--- src/hdl/adc_macros.svh ---
// all sizes are compile time only; ADC_DIFF_W must hold code difference plus offset without wrap
`ifndef ADC_MACROS_SVH
`define ADC_MACROS_SVH

////////////////////
// data widths
////////////////////

`define ADC_CODE_W      12
`define ADC_DIFF_W      14
`define ADC_MAG_W       7
`define ADC_GAIN_W      8

// gain is fixed point, 1 << ADC_GAIN_FRAC is unity
`define ADC_GAIN_FRAC   6
// right shift from corrected difference to output lsb
`define ADC_QSHIFT      4

// divider counter width, one sample every 2**ADC_NDIV cycles
`define ADC_NDIV        2

`define ADC_APB_ADDR_W  8
`define ADC_APB_DATA_W  32

////////////////////
// register map
////////////////////

`define ADC_ADDR_CTRL   8'h00
`define ADC_ADDR_INIT   8'h04
`define ADC_ADDR_OFS0   8'h08
`define ADC_ADDR_OFS1   8'h0C
`define ADC_ADDR_GAIN0  8'h10
`define ADC_ADDR_GAIN1  8'h14
`define ADC_ADDR_STAT   8'h18

`endif

--- src/hdl/adc_pkg.sv ---
// vector types only, every width comes from adc_macros.svh and codes are two's complement
`default_nettype none

`include "adc_macros.svh"

package adc_pkg;

    ////////////////////
    // sample path
    ////////////////////

    // signed input code as delivered on vin_p / vin_n
    typedef logic signed [`ADC_CODE_W-1:0] code_t;

    // difference after offset correction, full width
    typedef logic signed [`ADC_DIFF_W-1:0] diff_t;

    // unsigned fixed point gain
    typedef logic [`ADC_GAIN_W-1:0] gain_t;

    // output magnitude, sign travels separately
    typedef logic [`ADC_MAG_W-1:0] mag_t;

    // divider init and counter value
    typedef logic [`ADC_NDIV-1:0] phase_t;

    ////////////////////
    // register port
    ////////////////////

    typedef logic [`ADC_APB_ADDR_W-1:0] apb_addr_t;
    typedef logic [`ADC_APB_DATA_W-1:0] apb_data_t;

endpackage

`default_nettype wire

--- src/hdl/slice_merger.sv ---
// no back-pressure; slice 0 always wins and slice 1 results beyond one held entry are lost
`timescale 1ns/1ns
`default_nettype none

module slice_merger import adc_pkg::*; (
    input  wire logic clk_adder,
    input  wire logic rstb,
    input  wire logic res0_valid,
    input  wire logic res0_sign,
    input  wire mag_t res0_mag,
    input  wire logic res1_valid,
    input  wire logic res1_sign,
    input  wire mag_t res1_mag,
    output logic      out_valid,
    output logic      out_sign,
    output mag_t      out_mag,
    output logic      out_slice,
    output logic      overrun
);

    logic sel_valid;
    logic sel_sign;
    mag_t sel_mag;
    logic sel_slice;
    logic hold_valid;
    logic hold_valid_next;
    logic hold_sign;
    mag_t hold_mag;
    logic hold_load;
    logic drop;

    always_comb begin
        sel_valid       = 1'b1;
        sel_sign        = res0_sign;
        sel_mag         = res0_mag;
        sel_slice       = 1'b0;
        hold_load       = 1'b0;
        hold_valid_next = 1'b0;
        if (res0_valid) begin
            // slice 1 parks in the hold entry if it is free
            hold_load       = res1_valid & ~hold_valid;
            hold_valid_next = hold_valid | res1_valid;
        end else if (hold_valid) begin
            sel_sign        = hold_sign;
            sel_mag         = hold_mag;
            sel_slice       = 1'b1;
            hold_load       = res1_valid;
            hold_valid_next = res1_valid;
        end else begin
            sel_valid = res1_valid;
            sel_sign  = res1_sign;
            sel_mag   = res1_mag;
            sel_slice = 1'b1;
        end
    end

    assign drop = res0_valid & res1_valid & hold_valid;

    always_ff @(posedge clk_adder or negedge rstb) begin
        if (!rstb) begin
            out_valid  <= 1'b0;
            hold_valid <= 1'b0;
            overrun    <= 1'b0;
        end else begin
            out_valid  <= sel_valid;
            hold_valid <= hold_valid_next;
            overrun    <= drop;
        end
    end

    always_ff @(posedge clk_adder) begin
        out_sign  <= sel_sign;
        out_mag   <= sel_mag;
        out_slice <= sel_slice;
        if (hold_load) begin
            hold_sign <= res1_sign;
            hold_mag  <= res1_mag;
        end
    end

endmodule

`default_nettype wire

--- config.mk ---
export PLATFORM = sky130hd
export DESIGN_NAME = slice_merger
export DESIGN_NICKNAME = d
export VERILOG_FILES = /design/src/hdl/adc_pkg.sv /design/src/hdl/slice_merger.sv
export VERILOG_INCLUDE_DIRS = /design/src /design/src/hdl
export SDC_FILE = /design/constraint.sdc
export NUM_CORES = 1
export LEC_CHECK = 0
export BUFFER_PORTS_ARGS = -buffer_cell sky130_fd_sc_hd__buf_4
export CORE_MARGIN = 1.5
export CORE_UTILIZATION = 45
export DETAILED_ROUTE_END_ITERATION = 8
export HOLD_SLACK_MARGIN = 0.05
export PLACE_DENSITY = 0.76
export SYNTH_ARGS = -nofsm -noshare
export SYNTH_HDL_FRONTEND = slang
export SYNTH_SLANG_ARGS = --single-unit
--- constraint.sdc ---
create_clock -name clk_adder -period 2.55 [get_ports clk_adder]
set_clock_uncertainty 0.05 [all_clocks]
set_input_delay 0.1275 -clock clk_adder [delete_from_list [all_inputs] [get_ports clk_adder]]
set_output_delay 0.1275 -clock clk_adder [all_outputs]
set_load 0.02 [all_outputs]
# Word-level counts from Yosys, hierarchy flattened
# Cells that the tools add are included.
# totals
in_bits,20
ff_bits,20
word_cells,23
# classes
bitwise,5
muxes,10
# ops
op,n
7-bit two-way mux,2
1-bit two-way mux,8
1-bit AND,3
1-bit NOT,1
1-bit bitwise OR,1

# Logic depth before layout (Yosys ltp)
# Gate-level depths: netlist (run 1).
# depth
ltp_word,3
mapped_depth,3

# Worst setup path after synthesis (run 1)
# Ideal clock, no wire load.
# synth_path
kind,register to register
from,reg hold_valid
to,"reg hold_mag[0], enable pin"
path_stages_with_launch,3
setup_slack_ns,1.366
synth_period_minus_slack_ns,1.184
setup_ns,0.332
arrival_ns,0.803
path_cell_list,dfrtp_1 xor2_1 and2_1
# synth_between
elab_chain_len,3
# synth_rtl
element,line_no,rtl
"start, declared",slice_merger.sv:25,logic hold_valid;
"start signal, assigned",slice_merger.sv:66,hold_valid <= hold_valid_next;
1-bit NOT,slice_merger.sv:41,hold_load = res1_valid & ~hold_valid;
1-bit AND,slice_merger.sv:41,
1-bit two-way mux *,slice_merger.sv:39,if (res0_valid) begin
via hold_load,slice_merger.sv:29,logic hold_load;
"end signal, assigned",slice_merger.sv:77,hold_mag <= res1_mag;
"end, declared",slice_merger.sv:28,mag_t hold_mag;
# The timed path passes the listed nets; every way through them passes the cells marked *.
# A chain may end at the register's enable or synchronous reset.

# Worst setup path after layout (run 1)
# layout_path
from,reg hold_valid
to,"reg hold_mag[6], enable pin"
# Same word-level chain as after synthesis.

==> results of run 1 <==
[layout make-up]
class / instances / area (sq um) / share of cell area (%)
clock buffer: 4 / 26.3 / 2.29
inverter: 1 / 3.75 / 0.326
multi-input combinational: 29 / 189 / 16.4
sequential: 20 / 495 / 43.1
tap: 16 / 20.0 / 1.74
timing repair buffer: 49 / 415 / 36.1
[power by group through the flow]
stage               sequential (mW)  clock [mW]  combinational (mW)
floorplan                     0.394           0              0.0415
global placement              0.380           0               0.103
detailed placement            0.382           0               0.104
CTS                           0.374       0.156               0.127
global route                  0.377       0.164               0.138
finish                        0.374       0.148               0.127
[sequential cells by signal, summed over array words and instances (netlist names)]
signal / cells
hold_sign: 1
hold_mag: 7
out_mag: 7
out_valid: 1
hold_valid: 1
out_sign: 1
out_slice: 1
overrun: 1
[path summary, 6_finish.rpt]
check	startpoint	end	slack (ns)
hold / removal	rstb	out_valid$_DFF_PN0_	0.11
hold reg to reg	hold_mag[2]$_DFFE_PP_	out_mag[2]$_DFF_P_	0.47
setup reg to reg	hold_valid$_DFF_PN0_	hold_mag[6]$_DFFE_PP_	0.93
setup / recovery	hold_valid$_DFF_PN0_	hold_mag[6]$_DFFE_PP_	0.93
max in group asynchronous	rstb	overrun$_DFF_PN0_	2.25
min in group clk_adder	hold_mag[2]$_DFFE_PP_	out_mag[2]$_DFF_P_	0.47
[metrics by stage]
stage                     util (%)  power [mW]  std cells  area (sq um)  hold WS [ns]
after floorplan                  -       0.436         53           716        -0.218
after global placement        62.7       0.483         96           933        -0.133
after detailed placement      62.7       0.486         96           933        -0.133
after CTS                     77.2       0.657        119          1150        0.0882
after global routing          77.2       0.679        119          1150        0.0997
final                         77.2       0.649        119          1150         0.112
[layer usage]
layer	share of wire [%]	GRT usage, %
met5	0	0
met4	1.3	5.63
met3	5.3	3.83
met2	54	29.7
met1	39	19.9
[cell usage in the layout (no fill, tap or decap), drive strengths merged]
cell         Yosys  routed
dlygate4sd3      0      19
xor2             1       1
mux2i            8       8
and2             1       1
inv              1       1
clkbuf           0       4
edfxtp           8       8
buf              3      30
or3              1       1
dfrtp            3       3
and3             1       1
o21ai            8       8
maj3             1       1
dfxtp            9       9
nand2            8       8
[worst register-to-register path: cells and delay by family (launching register included)]
kind                      cells  cell delay (ns)
xor gates and xnor gates      1             0.19
and+or+nand+nor               1             0.36
DFF                           1             0.69
[logic make-up after synthesis]
family / Yosys count / share of synthesized area [%]
flip-flops: 20 / 69.2
AND/OR/NAND/NOR: 11 / 6.82
AO/OA/AOI/OAI: 8 / 5.59
multiplexers: 8 / 11.2
buffers and inverters: 4 / 4.37
XOR/XNOR: 1 / 1.22
adder cells (fa/ha/maj): 1 / 1.57
[what timing repair did]
item	4_1_cts	5_1_grt
hold buffers	19	0
endpoints found under the hold margin	21	0
setup endpoints to repair	0	0
buffers inserted	0	0
==> results.json, run 1 <==
{
  "status": "completed",
  "min_path_type": "input pin to asynchronous set/reset pin",
  "combinationalPowerShare_pct": 19.5,
  "antenna_left": 0,
  "clk_pin_slew_ns": 0.10,
  "netlist-cell-type-count": 14,
  "rsz0062_at_grt": "false",
  "cts_sinks": 20,
  "drc": 0,
  "crit_required_ns": 2.47,
  "tightest_slew_ns": 0.533,
  "avgSynthCellArea_sq_um": 13.5,
  "clockPowerShare_pct": 22.8,
  "crit_type": "flop to flop",
  "ys_ff_latch": 20,
  "final_hold_viol_count": 0,
  "fmax_mhz": 618,
  "ys_warn_count": 0,
  "cts-root-buf": "clkbuf_4",
  "netlist_area_sq_um": 716,
  "cp_cell_sequence": "xor2_1 -> and2_1",
  "core.rowCount": 14,
  "grt_first_pass_wirelength_um": 2280,
  "place_congestion": 0.652,
  "cts_tree": "built",
  "synth_area_leaders": "edfxtp_1 (34%), dfxtp_1 (25%), mux2i_1 (11%)",
  "grt_max_degree": 22,
  "yosysSeqAreaShare_pct": 69.2,
  "vias_per_cell": 4.69,
  "clk_latency_ns": 0.29,
  "dp_hpwl_um": 860,
  "synth_cells": 53,
  "irDropWorstVdd_v": 0.000380,
  "maxSlewHeadroom_pct": 64.5,
  "synth.most_common_cell": "dfxtp_1",
  "worst-r2r-cell-count": 2,
  "critPathBufInv": 0,
  "core_area_sq_mm": 0.00149,
  "cts_buffer_depth": 2,
  "area_growth_pct": 60.7,
  "setup_violations": 0,
  "grt_pass1_vias": 548,
  "cpPeakStageDelay_ns": 0.69,
  "fin_ws_ns": 0.931,
  "dieWidth_um": 42.9,
  "finalNetCount": 124,
  "ys.flop_type": "dfxtp_1",
  "worst_ep_arrival_time_ns": 1.54,
  "leakage_nw": 0.522,
  "antenna_found_initial": 0,
  "slew_violations": 0,
  "synth_common_cells": "dfxtp_1 (9), edfxtp_1 (8), mux2i_1 (8), nand2_1 (8), o21ai_1 (8)",
  "start_util_pct": 48.1,
  "switchingPower_mw": 0.154,
  "dieHeight_um": 42.9,
  "htree_levels": 1,
  "dieArea_sq_mm": 0.00184,
  "pre_cts_slack_ns": 0.942,
  "maxCapViolations": 0,
  "io_pins": 31,
  "via_count": 558,
  "drtIter0Drc": 11,
  "cts_made_buffers": 3,
  "cts_resized": 0,
  "port_buffers": 30,
  "critPathTopFamily": "flip-flops",
  "n_antenna_cell": 0,
  "cp.depth": 2,
  "p_int_mw": 0.495,
  "seqPwrFrac_pct": 57.6,
  "mappedNetlistNets": 73,
  "crit_path_end_kind": "flop",
  "finalSetupTns_ns": 0,
  "critPathSlowestCell": "dfrtp_1",
  "drt-wirelength-per-cell_um": 11.4,
  "swShare_pct": 23.7,
  "fin_crit_ns": 1.62,
  "yosysTopAreaCellShare_pct": 33.6,
  "synthArstFlopShare_pct": 15.0,
  "synth_edf_count": 8,
  "grt_overflow": 0,
  "drt_pass1_iterations": 4,
  "startpoint_type": "flop",
  "fillers": 96,
  "grt_usage_pct": 16.8,
  "fin_crit_sh_pct": 63.5,
  "crit_fanout": 12,
  "routed_wl_um": 1350,
  "powerDensity_mw_per_mm2": 564,
  "yosysTopAreaCell": "edfxtp_1",
  "drive_gt1_share_pct": 33.0
}
Note: power is estimated with default switching activity, not from simulation.
==> run 2: changes to the inputs <==
--- a/config.mk
+++ b/config.mk
@@ -8,10 +8,10 @@
 export LEC_CHECK = 0
 export BUFFER_PORTS_ARGS = -buffer_cell sky130_fd_sc_hd__buf_4
 export CORE_MARGIN = 1.5
-export CORE_UTILIZATION = 45
+export CORE_UTILIZATION = 44
 export DETAILED_ROUTE_END_ITERATION = 8
 export HOLD_SLACK_MARGIN = 0.05
-export PLACE_DENSITY = 0.76
+export PLACE_DENSITY = 0.75
 export SYNTH_ARGS = -nofsm -noshare
 export SYNTH_HDL_FRONTEND = slang
 export SYNTH_SLANG_ARGS = --single-unit
==> constraint.sdc (replaced) <==
create_clock -name clk_adder -period 1.5 [get_ports clk_adder]
set_clock_uncertainty 0.05 [all_clocks]
set_input_delay 0.075 -clock clk_adder [delete_from_list [all_inputs] [get_ports clk_adder]]
set_output_delay 0.075 -clock clk_adder [all_outputs]
set_load 0.02 [all_outputs]
==> run 2 against run 1 <==
Against the previous run: non-clock buffer count rose by 2; combinational power rose by 87%; clock-buffer cell count did not move; utilization rose by 0.35 points; worst hold slack improved by 0.35 ns; critical path depth rose by 2; design area rose by 1.6%; setup slack got worse by 0.77 ns; final cell count rose by 1.7%; clock power rose by 72%; routed wire length rose by 13%; critical endpoint is now hold_mag[5]$_DFFE_PP_; highest routed layer is now met3.
==> results.json, run 2 (same netlist as run 1, synthesis figures left out) <==
{
  "status": "completed",
  "htree_levels": 1,
  "cts-root-buf": "clkbuf_4",
  "maxSlewHeadroom_pct": 86.3,
  "io_pins": 31,
  "finalNetCount": 126,
  "fmax_mhz": 748,
  "cts_buffer_depth": 2,
  "slew_violations": 0,
  "drt_pass1_iterations": 4,
  "critPathBufInv": 2,
  "tightest_slew_ns": 0.205,
  "fin_crit_sh_pct": 89.1,
  "drtIter0Drc": 2,
  "cts_made_buffers": 3,
  "cp_cell_sequence": "dlygate4sd3_1 -> buf_4 -> xor2_1 -> and2_2",
  "fin_crit_ns": 1.34,
  "dieHeight_um": 43.3,
  "start_util_pct": 47.5,
  "placed_cell_area_sq_um": 941,
  "crit_required_ns": 1.44,
  "crit_fanout": 21,
  "critPathTopFamily": "buffers and inverters",
  "worst_ep_arrival_time_ns": 1.28,
  "via_count": 562,
  "cpPeakStageDelay_ns": 0.53,
  "min_path_type": "input pin to flop",
  "grt_pass1_vias": 537,
  "dieArea_sq_mm": 0.00188,
  "final_area_sq_mm": 0.00117,
  "leakage_nw": 0.532,
  "dieWidth_um": 43.3,
  "fin_util_pct": 77.6,
  "n_antenna_cell": 0,
  "irDropWorstVdd_v": 0.000721,
  "grt_usage_pct": 17.4,
  "crit_type": "input pin to flop",
  "port_buffers": 30,
  "finalSetupTns_ns": 0,
  "final_hold_viol_count": 0,
  "cts_sinks": 20,
  "final_cell_mix": "buf_4 (31), dlygate4sd3_1 (20), dfxtp_1 (9)",
  "powerDensity_mw_per_mm2": 956,
  "clk_latency_ns": 0.29,
  "core.rowCount": 14,
  "antenna_left": 0,
  "final_common_cell": "buf_4",
  "grt_overflow": 0,
  "drive_gt1_share_pct": 34.3,
  "clk_pin_slew_ns": 0.10,
  "power_mw": 1.12,
  "seq_area_sq_um": 495,
  "fin_ws_ns": 0.164,
  "setup_violations": 0,
  "place_congestion": 0.644,
  "core_area_sq_mm": 0.00151,
  "critPathSlowestCell": "dlygate4sd3_1",
  "vias_per_cell": 4.64,
  "largestRegisters": "hold_mag x7, out_mag x7",
  "rsz0062_at_grt": "false",
  "crit_path_end_kind": "flop",
  "startpoint_type": "input pin",
  "cts_tree": "built",
  "drt-wirelength-per-cell_um": 12.6,
  "grt_first_pass_wirelength_um": 2350,
  "drc": 0,
  "grt_max_degree": 22,
  "dp_hpwl_um": 957,
  "antenna_found_initial": 0,
  "routed_wl_um": 1530,
  "area_growth_pct": 63.3,
  "multi_input_area_sq_um": 190,
  "pre_cts_slack_ns": 0.237,
  "maxCapViolations": 0,
  "fillers": 100
}
[run 2: cell count changes in the layout (fill, tap and decap cells not counted)]
cell / previous run / this run
buf_4: 30 / 31
and2_2: 0 / 1
and2_1: 1 / 0
dlygate4sd3_1: 19 / 20
[run 2: worst paths after layout]
check	startpoint	endpoint	slack (ns)	depth (start not counted)
worst max-delay path	res0_valid	hold_mag[5]$_DFFE_PP_	0.16	4
worst min-delay path	res1_mag[5]	hold_mag[5]$_DFFE_PP_	0.46	2
max in group asynchronous	rstb	overrun$_DFF_PN0_	0.72	3
worst min register to register	hold_mag[0]$_DFFE_PP_	out_mag[0]$_DFF_P_	0.48	2
min in group asynchronous	rstb	hold_valid$_DFF_PN0_	0.59	3
worst max register to register	hold_valid$_DFF_PN0_	hold_mag[5]$_DFFE_PP_	0.33	2
[run 2: report_power, final]
group | internal (mW) | total (mW) | switching (mW)
Clock | 0.103 | 0.254 | 0.151
Sequential | 0.613 | 0.626 | 0.0129
Combinational | 0.131 | 0.237 | 0.107
Total | 0.847 | 1.12 | 0.270
[run 2: worst reg2reg max path: stages (launching register included)]
cell	delay, ns
dfrtp_1	0.40
xor2_1	0.15
and2_2	0.28
[run 2: repair_timing]
action | CTS | global route
endpoints found under the hold margin | 23 | 3
buffers inserted | 0 | 0
hold buffers | 19 | 1
endpoints found under the setup margin | 0 | 8
gates resized for setup | 0 | 1
[run 2: area by class of cell]
class | instances | area share [%]
sequential | 20 | 42.4
timing repair buffer | 51 | 37.0
multi-input combinational | 29 | 16.3
clock buffer | 4 | 2.25
tap | 16 | 1.71
inverter | 1 | 0.321
[run 2: through the flow]
step | instances | hold WS (ns)
3_5_place_dp | 97 | -0.184
3_3_place_gp | 97 | -0.183
5_1_grt | 121 | 0.441
6_report | 121 | 0.458
2_1_floorplan | 53 | -0.271
4_1_cts | 120 | 0.0521
[run 2: metal layers]
metal | part of all wire (%) | GRT usage [%] | routed length [um] | vias to the layer above
li1 | - | - | - | 286
met1 | 38 | 19.3 | 577 | 255
met2 | 58 | 32.5 | 884 | 21
met3 | 4.4 | 4.17 | 68 | 0
met4 | 0 | 5.45 | 0 | 0
met5 | 0 | 0 | 0 | -
