`config.mk`:
```
export PLATFORM = sky130hd
export DESIGN_NAME = adc_cfg_regs
export DESIGN_NICKNAME = d
export VERILOG_FILES = /design/src/hdl/adc_pkg.sv /design/src/hdl/adc_cfg_regs.sv
export VERILOG_INCLUDE_DIRS = /design/src /design/src/hdl
export SDC_FILE = /design/constraint.sdc
export NUM_CORES = 1
export LEC_CHECK = 0
export ABC_AREA = 1
export BUFFER_PORTS_ARGS = -buffer_cell sky130_fd_sc_hd__buf_2
export CAP_MARGIN = 20
export CORE_MARGIN = 8
export CORE_UTILIZATION = 30
export DETAILED_ROUTE_END_ITERATION = 8
export PLACE_DENSITY = 0.63
export SLEW_MARGIN = 20
export SYNTH_ARGS = -nofsm -noshare
export SYNTH_HDL_FRONTEND = slang
export SYNTH_SLANG_ARGS = --single-unit
export TNS_END_PERCENT = 5
```
`constraint.sdc`:
```
create_clock -name clk_adder -period 4.5 [get_ports clk_adder]
set_input_delay 0.675 -clock clk_adder [delete_from_list [all_inputs] [get_ports clk_adder]]
set_output_delay 0.675 -clock clk_adder [all_outputs]
set_load 0.005 [all_outputs]
```
`src/hdl/adc_macros.svh`:
```
// all sizes are compile time only; ADC_DIFF_W must hold code difference plus offset without wrap
`ifndef ADC_MACROS_SVH
`define ADC_MACROS_SVH

////////////////////
// data widths
////////////////////

`define ADC_CODE_W      12
`define ADC_DIFF_W      14
`define ADC_MAG_W       7
`define ADC_GAIN_W      8

// gain is fixed point, 1 << ADC_GAIN_FRAC is unity
`define ADC_GAIN_FRAC   6
// right shift from corrected difference to output lsb
`define ADC_QSHIFT      4

// divider counter width, one sample every 2**ADC_NDIV cycles
`define ADC_NDIV        2

`define ADC_APB_ADDR_W  8
`define ADC_APB_DATA_W  32

////////////////////
// register map
////////////////////

`define ADC_ADDR_CTRL   8'h00
`define ADC_ADDR_INIT   8'h04
`define ADC_ADDR_OFS0   8'h08
`define ADC_ADDR_OFS1   8'h0C
`define ADC_ADDR_GAIN0  8'h10
`define ADC_ADDR_GAIN1  8'h14
`define ADC_ADDR_STAT   8'h18

`endif

```
`src/hdl/adc_pkg.sv`:
```
// vector types only, every width comes from adc_macros.svh and codes are two's complement
`default_nettype none

`include "adc_macros.svh"

package adc_pkg;

    ////////////////////
    // sample path
    ////////////////////

    // signed input code as delivered on vin_p / vin_n
    typedef logic signed [`ADC_CODE_W-1:0] code_t;

    // difference after offset correction, full width
    typedef logic signed [`ADC_DIFF_W-1:0] diff_t;

    // unsigned fixed point gain
    typedef logic [`ADC_GAIN_W-1:0] gain_t;

    // output magnitude, sign travels separately
    typedef logic [`ADC_MAG_W-1:0] mag_t;

    // divider init and counter value
    typedef logic [`ADC_NDIV-1:0] phase_t;

    ////////////////////
    // register port
    ////////////////////

    typedef logic [`ADC_APB_ADDR_W-1:0] apb_addr_t;
    typedef logic [`ADC_APB_DATA_W-1:0] apb_data_t;

endpackage

`default_nettype wire

```
`src/hdl/adc_cfg_regs.sv`:
```
// APB slave with pready tied high; offsets read back sign extended, unmapped reads return 0
`timescale 1ns/1ns
`default_nettype none

`include "adc_macros.svh"

module adc_cfg_regs import adc_pkg::*; (
    input  wire logic      clk_adder,
    input  wire logic      rstb,
    input  wire apb_addr_t paddr,
    input  wire logic      psel,
    input  wire logic      penable,
    input  wire logic      pwrite,
    input  wire apb_data_t pwdata,
    output apb_data_t      prdata,
    output logic           pready,
    output logic           pslverr,
    input  wire logic      overrun,
    output logic [1:0]     en_slice,
    output logic [1:0]     alws_on,
    output phase_t         init0,
    output phase_t         init1,
    output code_t          offset0,
    output code_t          offset1,
    output gain_t          gain0,
    output gain_t          gain1
);

    localparam gain_t  GAIN_ONE  = gain_t'(1 << `ADC_GAIN_FRAC);
    localparam phase_t INIT1_RST = phase_t'(2);

    logic access;
    logic wr_en;
    logic addr_hit;
    logic stat_overrun;

    assign access  = psel & penable;
    assign wr_en   = access & pwrite;
    assign pready  = 1'b1;
    assign pslverr = access & ~addr_hit;

    // read mux, valid through the access cycle
    always_comb begin
        addr_hit = 1'b1;
        prdata   = '0;
        case (paddr)
            `ADC_ADDR_CTRL:  prdata = apb_data_t'({alws_on, en_slice});
            `ADC_ADDR_INIT:  prdata = apb_data_t'({init1, 6'b0, init0});
            `ADC_ADDR_OFS0:  prdata = apb_data_t'(offset0);
            `ADC_ADDR_OFS1:  prdata = apb_data_t'(offset1);
            `ADC_ADDR_GAIN0: prdata = apb_data_t'(gain0);
            `ADC_ADDR_GAIN1: prdata = apb_data_t'(gain1);
            `ADC_ADDR_STAT:  prdata = apb_data_t'(stat_overrun);
            default:         addr_hit = 1'b0;
        endcase
    end

    ////////////////////
    // slice settings
    ////////////////////

    always_ff @(posedge clk_adder or negedge rstb) begin
        if (!rstb) begin
            en_slice <= '0;
            alws_on  <= '0;
            init0    <= '0;
            init1    <= INIT1_RST;
            offset0  <= '0;
            offset1  <= '0;
            gain0    <= GAIN_ONE;
            gain1    <= GAIN_ONE;
        end else if (wr_en) begin
            case (paddr)
                `ADC_ADDR_CTRL: begin
                    en_slice <= pwdata[1:0];
                    alws_on  <= pwdata[3:2];
                end
                `ADC_ADDR_INIT: begin
                    init0 <= pwdata[`ADC_NDIV-1:0];
                    init1 <= pwdata[8 +: `ADC_NDIV];
                end
                `ADC_ADDR_OFS0:  offset0 <= pwdata[`ADC_CODE_W-1:0];
                `ADC_ADDR_OFS1:  offset1 <= pwdata[`ADC_CODE_W-1:0];
                `ADC_ADDR_GAIN0: gain0 <= pwdata[`ADC_GAIN_W-1:0];
                `ADC_ADDR_GAIN1: gain1 <= pwdata[`ADC_GAIN_W-1:0];
                default: ;
            endcase
        end
    end

    // sticky overrun, a new pulse wins over a clear in the same cycle
    always_ff @(posedge clk_adder or negedge rstb) begin
        if (!rstb) begin
            stat_overrun <= 1'b0;
        end else if (overrun) begin
            stat_overrun <= 1'b1;
        end else if (wr_en && (paddr == `ADC_ADDR_STAT) && pwdata[0]) begin
            stat_overrun <= 1'b0;
        end
    end

endmodule

`default_nettype wire

```
## Word-level counts from Yosys, hierarchy flattened

Cells that the tools add are included.

- Register bits after elaboration: 49
- Latch bits: 0
- Bits in writable memories: 0
- Bits in read-only memories: 0
- Input bits: 46
- Output and inout bits: 82
- Word-level logic and storage cells: 34
- Memories kept: 0

- Add/sub/neg operators: 0
- Multiply operators: 0
- Div/mod/pow operators: 0
- Magnitude comparators: 0
- Equal/unequal tests: 6
- Shift operators: 0
- Muxes and demuxes: 4
- Bitwise logic cells: 4
- Reduce and logical (&&, ||, !) cells: 11

Operators by type and width:

| cell | count |
|---|---|
| $pmux W32 S7 | 1 |
| $eq A8 B5 Y1 const B | 3 |
| $eq A8 B4 Y1 const B | 2 |
| $reduce_and A2 Y1 | 6 |
| $eq A8 B3 Y1 const B | 1 |
| $logic_not A8 Y1 | 1 |
| $reduce_or A7 Y1 | 1 |
| $and A1 B1 Y1 | 3 |
| $mux W1 | 3 |
| $logic_and A1 B1 Y1 | 2 |
| $reduce_bool A2 Y1 | 1 |
| $not A1 Y1 | 1 |

## Logic depth before layout (Yosys ltp)

Gate-level depths: netlist of the first run.

- Depth in word-level cells: 6
- Depth in mapped cells: 9
- Mapped depth without buffers: 8

## Worst setup path after synthesis of the first run

OpenSTA, ideal clock, no wires.

- Kind: input to output
- Start: input port paddr[5]
- End: output port prdata[12]
- Arrival time: 2.751 ns
- Required time: 3.825 ns
- Slack: 1.074 ns
- Stages: 7
- Path buffers: 2
- Path through: nor2_1 nand2_2 inv_2 nand2_2 buf_2 o21ai_0 buf_4

- Cells in the longest elaborated chain, start to end: 2
- Elaborated cells between the ends (all ways): 8
- Those cells by class: eq/ne: 6; mux: 1; reduce/logical: 1

Ends and longest elaborated chain:

| item | RTL line | source |
|---|---|---|
| start: declaration | adc_cfg_regs.sv:10 | `input wire apb_addr_t paddr,` |
| $eq A8 B5 Y1 (tied with other cells) | adc_cfg_regs.sv:46 | `case (paddr)` |
| $pmux W32 S7 (*) | adc_cfg_regs.sv:46 |  |
| end: declaration | adc_cfg_regs.sv:15 | `output apb_data_t prdata,` |

Every way passes the cells marked *; elsewhere a longest branch is shown, timed or not.

## Worst setup path after layout of the first run

- Start: input port paddr[5]
- End: output port prdata[23]

Same word-level chain as after synthesis.

==> impl_metrics.csv, run 1 <==
group,metric,value,unit
clock_network,ctsHoldBuffers,0,
sta,hold_violations,0,
floorplanning,chipHeight,111,um
clock_network,clkTransAtPathRegs,0.10,ns
setup_path,crit_path_end_kind,"output pin",
setup_path,rrSetupSlack,3.75,ns
yosys,yosysSeqAreaShare,0.456,
place,port_buffers,106,
global_routing,grt_overflow,0,
setup_path,crit_path_start_kind,"input pin",
detailed_routing,wirelength,8300,um
setup_path,rr_startpoint,"init1[1]$_DFFE_PN1P_",
sta,max_slew_margin,0.567,
setup_path,worstSetupPathType,"in2out",
clock_network,cts_setup_buffers,0,
yosys,synth_area_per_cell,8.00,sq um
finish,antenna_cells,0,
status,status,"finished clean",
global_routing,grt_pass1_wl,13500,um
setup_path,path_max_fanout,21,
global_routing,grt_pass1_vias,2496,
yosys,yosysTopAreaCell,"dfrtp_1",
setup_path,cp.required,3.83,ns
detailed_routing,first_iter_violations,122,
sta,skew,0,ns
clock_network,cts_root_buf,"clkbuf_8",
detailed_routing,first_pass_iters,4,
finish,num-nets-final,469,
floorplanning,boundaryPins,128,
floorplanning,design.core.area,8720,sq um
pwr,vdd_ir_drop_max,0.151,mV
setup_path,reg2reg_to,"init1[1]$_DFFE_PN1P_",
finish,fillCellCount,921,
setup_path,crit_slowest_cell,"nand2_2",
clock_network,worst_skew_pair.late_latency,0.31,ns
global_routing,antenna_found_initial,0,
job,maxCapViolations,0,
clock_network,numClockSinks,49,
global_routing,gr-usage-all-layers,0.134,
floorplanning,dieArea,12300,sq um
clock_network,cts_tree,"done",
place,gp_congestion,0.787,
clock_network,cts_inserted_buffers,5,
floorplanning,placementRows,34,
detailed_routing,drtAntennaViolNets,0,
detailed_routing,wl_per_cell,15.6,um
yosys,synth.top_cell.area_share,0.427,
finish,area_delta_synth_final,21.1,%
setup_path,cp_top_family,"buffers and inverters",
global_routing,grt_max_degree,50,
yosys,ys_warn_count,0,
worst_hold_path,hold_path_class,"in2async",
detailed_routing,drc,0,
sta,clock.fmax,0.372,GHz
yosys,synthDistinctLibCells,23,
sta,timing.hold.ws,0.386,ns
sta,setup_viol,0,
finish,drive_gt1_frac,0.363,
sta,grt_setup_unrepaired,"no",
sta,maxSlewViolCount,0,
yosys,yosys-top-cells-area,"dfrtp_1 43%, nand2_1 15%, buf_4 6.1%, inv_1 4.9%, o21ai_2 4.5%",
finish,utilization,0.374,
sta,min_period_over_period,0.597,
yosys,syn_area,2700,sq um
floorplanning,start_util,0.309,
setup_path,slowest_delay,0.25,ns
sta,tightestPinTransition,0.650,ns
setup_path,path_buf_inv,4,
setup_path,worstPathArrival,2.01,ns
yosys,synth-seq-cells,49,
place,pre_cts_slack,1.77,ns
detailed_routing,route.vias.total,2452,
setup_path,path_cells,"buf_2, nor2_1, nand2_2, inv_2, nand2_2, o21ai_0, buf_4, buf_2",
sta,tns,0,ns
clock_network,cts.repair.resized,0,
place,dp_hpwl,6100,um
setup_path,reg2reg_depth,2,
clock_network,cts_max_level,2,
yosys,synth_fp_nets,383,
clock_network,clk_path_buf_depth,2,
sta,setup_ws,1.81,ns
floorplanning,die_w,111,um
yosys,postSynthCellCount,337,
sta,period_needed,2.69,ns
pwr,total_leakage_power,1.91,nW
pwr,power.density,263,nW/um^2
detailed_routing,viasPerCell,4.61,
==> layer usage <==
| metal | share of wire | GRT usage |
|---|---|---|
| met1 | 0.46 | 0.167 |
| met2 | 0.47 | 0.223 |
| met3 | 0.056 | 0.0335 |
| met5 | 0 | 0 |
| met4 | 0.010 | 0.0360 |
==> per-stage QoR <==
| stage | instances | area (sq um) | total power, mW |
|---|---|---|---|
| final | 532 | 3270 | 0.860 |
| after global routing | 532 | 3270 | 0.893 |
| after CTS | 532 | 3270 | 0.869 |
| after detailed placement | 524 | 3150 | 0.530 |
| after global placement | 524 | 3140 | 0.528 |
| after floorplan | 337 | 2700 | 0.490 |
==> flip-flops by register name, indices dropped and copies added (netlist names) <==
signal,flops
gain0,8
init1,2
alws_on,2
init0,2
offset0,12
en_slice,2
offset1,12
gain1,8
stat_overrun,1
==> cells by family (layout without fill, tap and decap cells) <==
group	after synthesis	in the layout	synth area share
AOI/OAI and AO/OA	52	52	0.118
other	1	1	0.00139
buffers and inverters	66	153	0.138
DFF	49	49	0.456
and+or+nand+nor	169	169	0.287
==> cell usage in the layout, fill, tap and decap left out, drive strengths merged <==
cell,instances
conb,1
dfstp,3
clkinvlp,1
o211ai,2
o21ai,50
buf,107
nand2,120
nor2,32
bufinv,1
clkbuf,6
inv,38
dfrtp,46
nand4,4
nand3,13
==> synthesized netlist by cell type <==
cell type and n:
nand2_1 110, dfrtp_1 46, inv_1 35, nor2_1 24
o21ai_0 24, buf_4 22, o21ai_2 14, nand3_1 12
o21ai_1 12, nand2_2 7, buf_6 5, nand4_1 4
nor2_4 4, dfstp_2 3, nand2_4 3, inv_2 2
nor2_2 2, nor2_8 2, o211ai_1 2, buf_2 1
conb_1 1, inv_4 1, nand3_2 1
==> worst max-delay path by stage <==
| stage | startpoint | endpoint | slack, ns | cells after the start |
|---|---|---|---|---|
| 6_report | paddr[5] | prdata[23] | 1.81 | 8 |
| 5_1_grt | paddr[5] | prdata[15] | 1.63 | 8 |
| 4_1_cts | paddr[7] | prdata[1] | 1.77 | 9 |
| 3_5_place_dp | paddr[7] | prdata[16] | 1.77 | 8 |
| 3_3_place_gp | paddr[5] | prdata[28] | 1.80 | 8 |
| 2_1_floorplan | paddr[5] | prdata[12] | 1.07 | 7 |
==> report_power, final <==
group,switching [mW],internal [mW],leakage (nW)
sequential,0.00541,0.447,0.636
clock,0.159,0.181,0.0574
combinational,0.0447,0.0223,1.22
==> area by class of cell <==
| type | count | area (sq um) | area share |
|---|---|---|---|
| Clock buffer | 6 | 82.6 | 0.0253 |
| Clock inverter | 2 | 37.5 | 0.0115 |
| Inverter | 38 | 145 | 0.0444 |
| Multi-Input combinational cell | 222 | 1090 | 0.335 |
| Sequential cell | 49 | 1230 | 0.377 |
| Tap cell | 108 | 135 | 0.0414 |
| Timing Repair Buffer | 107 | 541 | 0.166 |
No activity file was read; power rests on OpenSTA's default activity.
==> inputs of run 2 (changes only) <==
--- a/config.mk
+++ b/config.mk
@@ -12,7 +12,7 @@
 export CORE_MARGIN = 8
 export CORE_UTILIZATION = 30
 export DETAILED_ROUTE_END_ITERATION = 8
-export PLACE_DENSITY = 0.63
+export PLACE_DENSITY = 0.65
 export SLEW_MARGIN = 20
 export SYNTH_ARGS = -nofsm -noshare
 export SYNTH_HDL_FRONTEND = slang
==> constraint.sdc (replaced) <==
create_clock -name clk_adder -period 2.4 [get_ports clk_adder]
set_input_delay 0.36 -clock clk_adder [delete_from_list [all_inputs] [get_ports clk_adder]]
set_output_delay 0.36 -clock clk_adder [all_outputs]
set_load 0.005 [all_outputs]
==> run 2 against run 1 <==
First-iteration DRC count up 21%. Via count shrank 1.8%. Clock skew did not move. Worst hold slack got worse by 0.35 ns. Largest power group unchanged. Cell count is 0.94% higher. Sequential share of layout area is 0.20 points lower.
==> impl_metrics.csv, run 2 (synthesis gave the netlist of run 1 again) <==
group,metric,value,unit
status,status,"finished clean",
clock_network,numClockSinks,49,
detailed_routing,first_iter_violations,148,
global_routing,gr-usage-all-layers,0.134,
place,placed_cells_incl_taps,529,
finish,num-nets-final,474,
detailed_routing,viasPerCell,4.48,
floorplanning,boundaryPins,128,
setup_path,worstPathArrival,1.59,ns
pwr,vdd_ir_drop_max,0.210,mV
setup_path,path_cells,"buf_2, nor2_2, nand2_2, nor2_4, nand2_1, o21ai_1, buf_4, buf_2",
floorplanning,die_w,111,um
clock_network,clk_path_buf_depth,2,
finish,area_delta_synth_final,21.8,%
global_routing,grt_pass1_wl,13400,um
floorplanning,design.core.area,8720,sq um
detailed_routing,drtAntennaViolNets,0,
clock_network,cts_tree,"done",
clock_network,ctsHoldBuffers,0,
finish,final_cell_mix,"110 x nand2_1, 106 x buf_2, 46 x dfrtp_1",
setup_path,rrSetupSlack,1.61,ns
sta,tns,0,ns
sta,clock.fmax,0.512,GHz
detailed_routing,route.vias.total,2407,
finish,largestRegisters,"offset0 (12), offset1 (12)",
sta,min_period_over_period,0.813,
clock_network,clkTransAtPathRegs,0.09,ns
job,maxCapViolations,0,
finish,drive_gt1_frac,0.366,
sta,setup_viol,0,
global_routing,antenna_found_initial,0,
setup_path,crit_path_start_kind,"input pin",
sta,hold_violations,0,
setup_path,slowest_delay,0.30,ns
global_routing,grt_overflow,0,
pwr,total_leakage_power,1.93,nW
detailed_routing,wl_per_cell,15.5,um
floorplanning,placementRows,34,
global_routing,grt_max_degree,29,
sta,tightestPinTransition,0.526,ns
sta,period_needed,1.95,ns
clock_network,cts.repair.resized,0,
setup_path,path_max_fanout,21,
finish,final_cells,537,
sta,grt_setup_unrepaired,"no",
clock_network,cts_root_buf,"clkbuf_8",
clock_network,cts_inserted_buffers,5,
floorplanning,chipHeight,111,um
worst_hold_path,hold_path_class,"in2async",
detailed_routing,first_pass_iters,4,
setup_path,worstSetupPathType,"in2out",
finish,mostFrequentLayoutCell,"nand2_1",
detailed_routing,drc,0,
setup_path,crit_top_cell,"buf_2",
floorplanning,start_util,0.309,
sta,maxSlewViolCount,0,
floorplanning,dieArea,12300,sq um
sta,skew,0,ns
setup_path,cp.required,2.04,ns
clock_network,cts_max_level,2,
sta,max_slew_margin,0.649,
place,port_buffers,106,
finish,antenna_cells,0,
clock_network,worst_skew_pair.late_latency,0.30,ns
finish,regArea,1230,sq um
finish,fillCellCount,945,
setup_path,crit_slowest_cell,"nor2_4",
setup_path,crit_path_end_kind,"output pin",
place,gp_congestion,0.812,
detailed_routing,wirelength,8300,um
pwr,power.density,450,nW/um^2
clock_network,cts_setup_buffers,0,
global_routing,grt_pass1_vias,2468,
place,dp_hpwl,6350,um
finish,multi_input_area,1090,sq um
run 2: cell types whose count changed in the layout (fill, tap and decap cells not counted), sizes merged:
cell / before / now
buf: 107 / 112
bufinv: 1 / 0
clkbuf: 6 / 8
clkinvlp: 1 / 0
run 2: path summary, 6_finish.rpt:
kind                                      start                  endpoint  cells past startpoint
max                                    paddr[7]                prdata[23]                      8
min                                        rstb    offset0[9]$_DFFE_PN0P_                      1
max reg2reg                init1[1]$_DFFE_PN1P_      init1[1]$_DFFE_PN1P_                      2
min reg2reg                gain0[6]$_DFFE_PN1P_      gain0[6]$_DFFE_PN1P_                      2
max in group asynchronous                  rstb      gain0[6]$_DFFE_PN1P_                      2
min in group clk_adder                  overrun  stat_overrun$_DFFE_PN0P_                      3
run 2: layer usage:
layer / global-route usage / routed length (um)
met3: 0.0471 / 676
met2: 0.213 / 3850
met1: 0.169 / 3710
met4: 0.0288 / 62
met5: 0 / 0
run 2: critical path, delay by kind of cell:
family                 cells  cell delay [ns]
AND/OR/NAND/NOR            4             0.65
AO/OA/AOI/OAI              1             0.10
buffers and inverters      3             0.48
run 2: per-stage QoR:
| step | worst slack, ns | hold slack, ns | instance area (sq um) | utilization | power (mW) |
|---|---|---|---|---|---|
| after floorplan | 0.0604 | 0.0644 | 2700 | - | 0.919 |
| after global placement | 0.448 | 0.365 | 3190 | 0.366 | 0.994 |
| after detailed placement | 0.432 | 0.376 | 3190 | 0.366 | 0.999 |
| after CTS | 0.417 | 0.0444 | 3280 | 0.376 | 1.51 |
| final | 0.448 | 0.0321 | 3280 | 0.376 | 1.48 |
| after global routing | 0.318 | 0.0580 | 3280 | 0.376 | 1.56 |
run 2: layout make-up:
cell class | instances | share of cell area
Timing Repair Buffer | 112 | 0.179
Inverter | 38 | 0.0442
Tap cell | 108 | 0.0412
Sequential cell | 49 | 0.375
Multi-Input combinational cell | 222 | 0.333
Clock buffer | 8 | 0.0274
run 2: power breakdown:
group	internal, mW	switching [mW]
Clock	0.236	0.265
Combinational	0.0458	0.0846
Sequential	0.839	0.00950
==> inputs of run 3 (changes only) <==
--- a/config.mk
+++ b/config.mk
@@ -12,7 +12,7 @@
 export CORE_MARGIN = 8
 export CORE_UTILIZATION = 30
 export DETAILED_ROUTE_END_ITERATION = 8
-export PLACE_DENSITY = 0.65
+export PLACE_DENSITY = 0.63
 export SLEW_MARGIN = 20
 export SYNTH_ARGS = -nofsm -noshare
 export SYNTH_HDL_FRONTEND = slang
==> constraint.sdc (replaced) <==
create_clock -name clk_adder -period 2.02 [get_ports clk_adder]
set_input_delay 0.303 -clock clk_adder [delete_from_list [all_inputs] [get_ports clk_adder]]
set_output_delay 0.303 -clock clk_adder [all_outputs]
set_load 0.005 [all_outputs]
==> run 3 against run 2 <==
Register-to-register slack worse by 0.34 ns. Global-route usage down 0.21 points. Count of clock-buffer cells in the layout down 2. Power up 29%. Design area up 2.0%. Worst hold slack better by 0.17 ns. Critical path type unchanged. Largest power group unchanged.
==> impl_metrics.csv, run 3 (synthesis gave the netlist of run 1 again) <==
group,metric,value,unit
clock_network,clk_path_buf_depth,2,
global_routing,grt_pass1_vias,2453,
setup_path,rrSetupSlack,1.27,ns
finish,utilization,0.384,
place,dp_hpwl,6260,um
pwr,power.density,569,nW/um^2
clock_network,cts_tree,"done",
detailed_routing,drtAntennaViolNets,0,
pwr,total_leakage_power,1.95,nW
global_routing,grt_pass1_wl,13200,um
pwr,power.total,1.91,mW
detailed_routing,first_pass_iters,4,
detailed_routing,first_iter_violations,133,
detailed_routing,viasPerCell,4.45,
setup_path,worstPathArrival,1.50,ns
floorplanning,boundaryPins,128,
sta,hold_violations,0,
clock_network,numClockSinks,49,
worst_hold_path,hold_path_end,"stat_overrun$_DFFE_PN0P_",
finish,antenna_cells,0,
global_routing,grt_overflow,0,
clock_network,cts_root_buf,"clkbuf_8",
finish,mostFrequentLayoutCell,"nand2_1",
worst_hold_path,min_from,"overrun",
finish,num-nets-final,477,
sta,min_period_over_period,0.891,
clock_network,cts_max_level,2,
setup_path,reg2reg_depth,2,
worst_hold_path,hold_path_class,"in2reg",
setup_path,worstSetupPathType,"in2out",
global_routing,grt_max_degree,35,
place,pre_cts_slack,0.173,ns
setup_path,crit_path_end_kind,"output pin",
sta,setup_ws,0.221,ns
finish,drive_gt1_frac,0.375,
place,port_buffers,106,
detailed_routing,wl_per_cell,15.1,um
setup_path,reg2reg_to,"gain1[6]$_DFFE_PN1P_",
worst_hold_path,hold_depth,3,
sta,skew,0,ns
status,status,"finished clean",
pwr,vdd_ir_drop_max,0.240,mV
setup_path,rr_startpoint,"gain1[6]$_DFFE_PN1P_",
floorplanning,placementRows,34,
detailed_routing,wirelength,8160,um
finish,final_area,3350,sq um
clock_network,worst_skew_pair.late_latency,0.30,ns
clock_network,cts_inserted_buffers,5,
global_routing,antenna_found_initial,0,
detailed_routing,route.vias.total,2405,
clock_network,clkTransAtPathRegs,0.10,ns
finish,final_cell_mix,"110 x nand2_1, 106 x buf_2, 46 x dfrtp_1",
setup_path,path_max_fanout,13,
place,gp_congestion,0.850,
floorplanning,design.core.area,8720,sq um
global_routing,gr-usage-all-layers,0.132,
sta,period_needed,1.80,ns
sta,tns,0,ns
sta,maxSlewViolCount,0,
setup_path,cp.required,1.72,ns
sta,clock.fmax,0.556,GHz
job,maxCapViolations,0,
floorplanning,die_w,111,um
sta,setup_viol,0,
setup_path,crit_path_start_kind,"input pin",
floorplanning,dieArea,12300,sq um
sta,grt_setup_unrepaired,"no",
floorplanning,chipHeight,111,um
finish,area_delta_synth_final,24.2,%
floorplanning,start_util,0.309,
finish,largestRegisters,"offset0 (12), offset1 (12)",
place,dpl_cell_area,3210,sq um
detailed_routing,drc,0,
## run 3: worst max-delay path by stage
stage / from / end / cells after the start
2_1_floorplan: paddr[5] / prdata[12] / 7
3_3_place_gp: paddr[7] / prdata[29] / 7
3_5_place_dp: paddr[7] / prdata[27] / 7
4_1_cts: paddr[7] / prdata[27] / 7
5_1_grt: paddr[7] / prdata[2] / 10
6_report: paddr[7] / prdata[3] / 10
## run 3: critical path: stages
cell,delay (ns)
buf_2,0.11
nor2_2,0.14
nand2_2,0.12
inv_2,0.11
nand2_2,0.09
buf_4,0.22
o21ai_0,0.16
inv_1,0.06
nand2_1,0.06
buf_2,0.10
## run 3: area by class of cell
type | instances | area, sq um
tap | 108 | 135
timing repair buffer | 115 | 613
fill | 934 | 5370
multi-input combinational | 222 | 1110
inverter | 38 | 145
sequential | 49 | 1230
clock buffer | 6 | 82.6
clock inverter | 2 | 37.5
## run 3: layer usage
layer | wire [um] | track usage
met2 | 3980 | 0.220
met1 | 3620 | 0.166
met5 | 0 | 0
met3 | 488 | 0.0330
met4 | 74 | 0.0297
## run 3: per-stage QoR
step,cells,hold slack (ns)
floorplan,337,0.00741
global placement,531,0.247
detailed placement,531,0.267
CTS,540,0.191
global route,540,0.205
finish,540,0.206
## run 3: repair_timing
action	CTS	global route
setup buffers	0	0
hold buffers	1	0
gates resized for setup	0	1
hold endpoints to repair	15	0
endpoints found under the setup margin	0	21
## run 3: where the power goes
group	leakage (nW)	total [mW]	internal (mW)	switching (mW)
Combinational	1.26	0.157	0.0557	0.101
Clock	0.0574	0.742	0.403	0.339
Sequential	0.636	1.01	0.997	0.0118
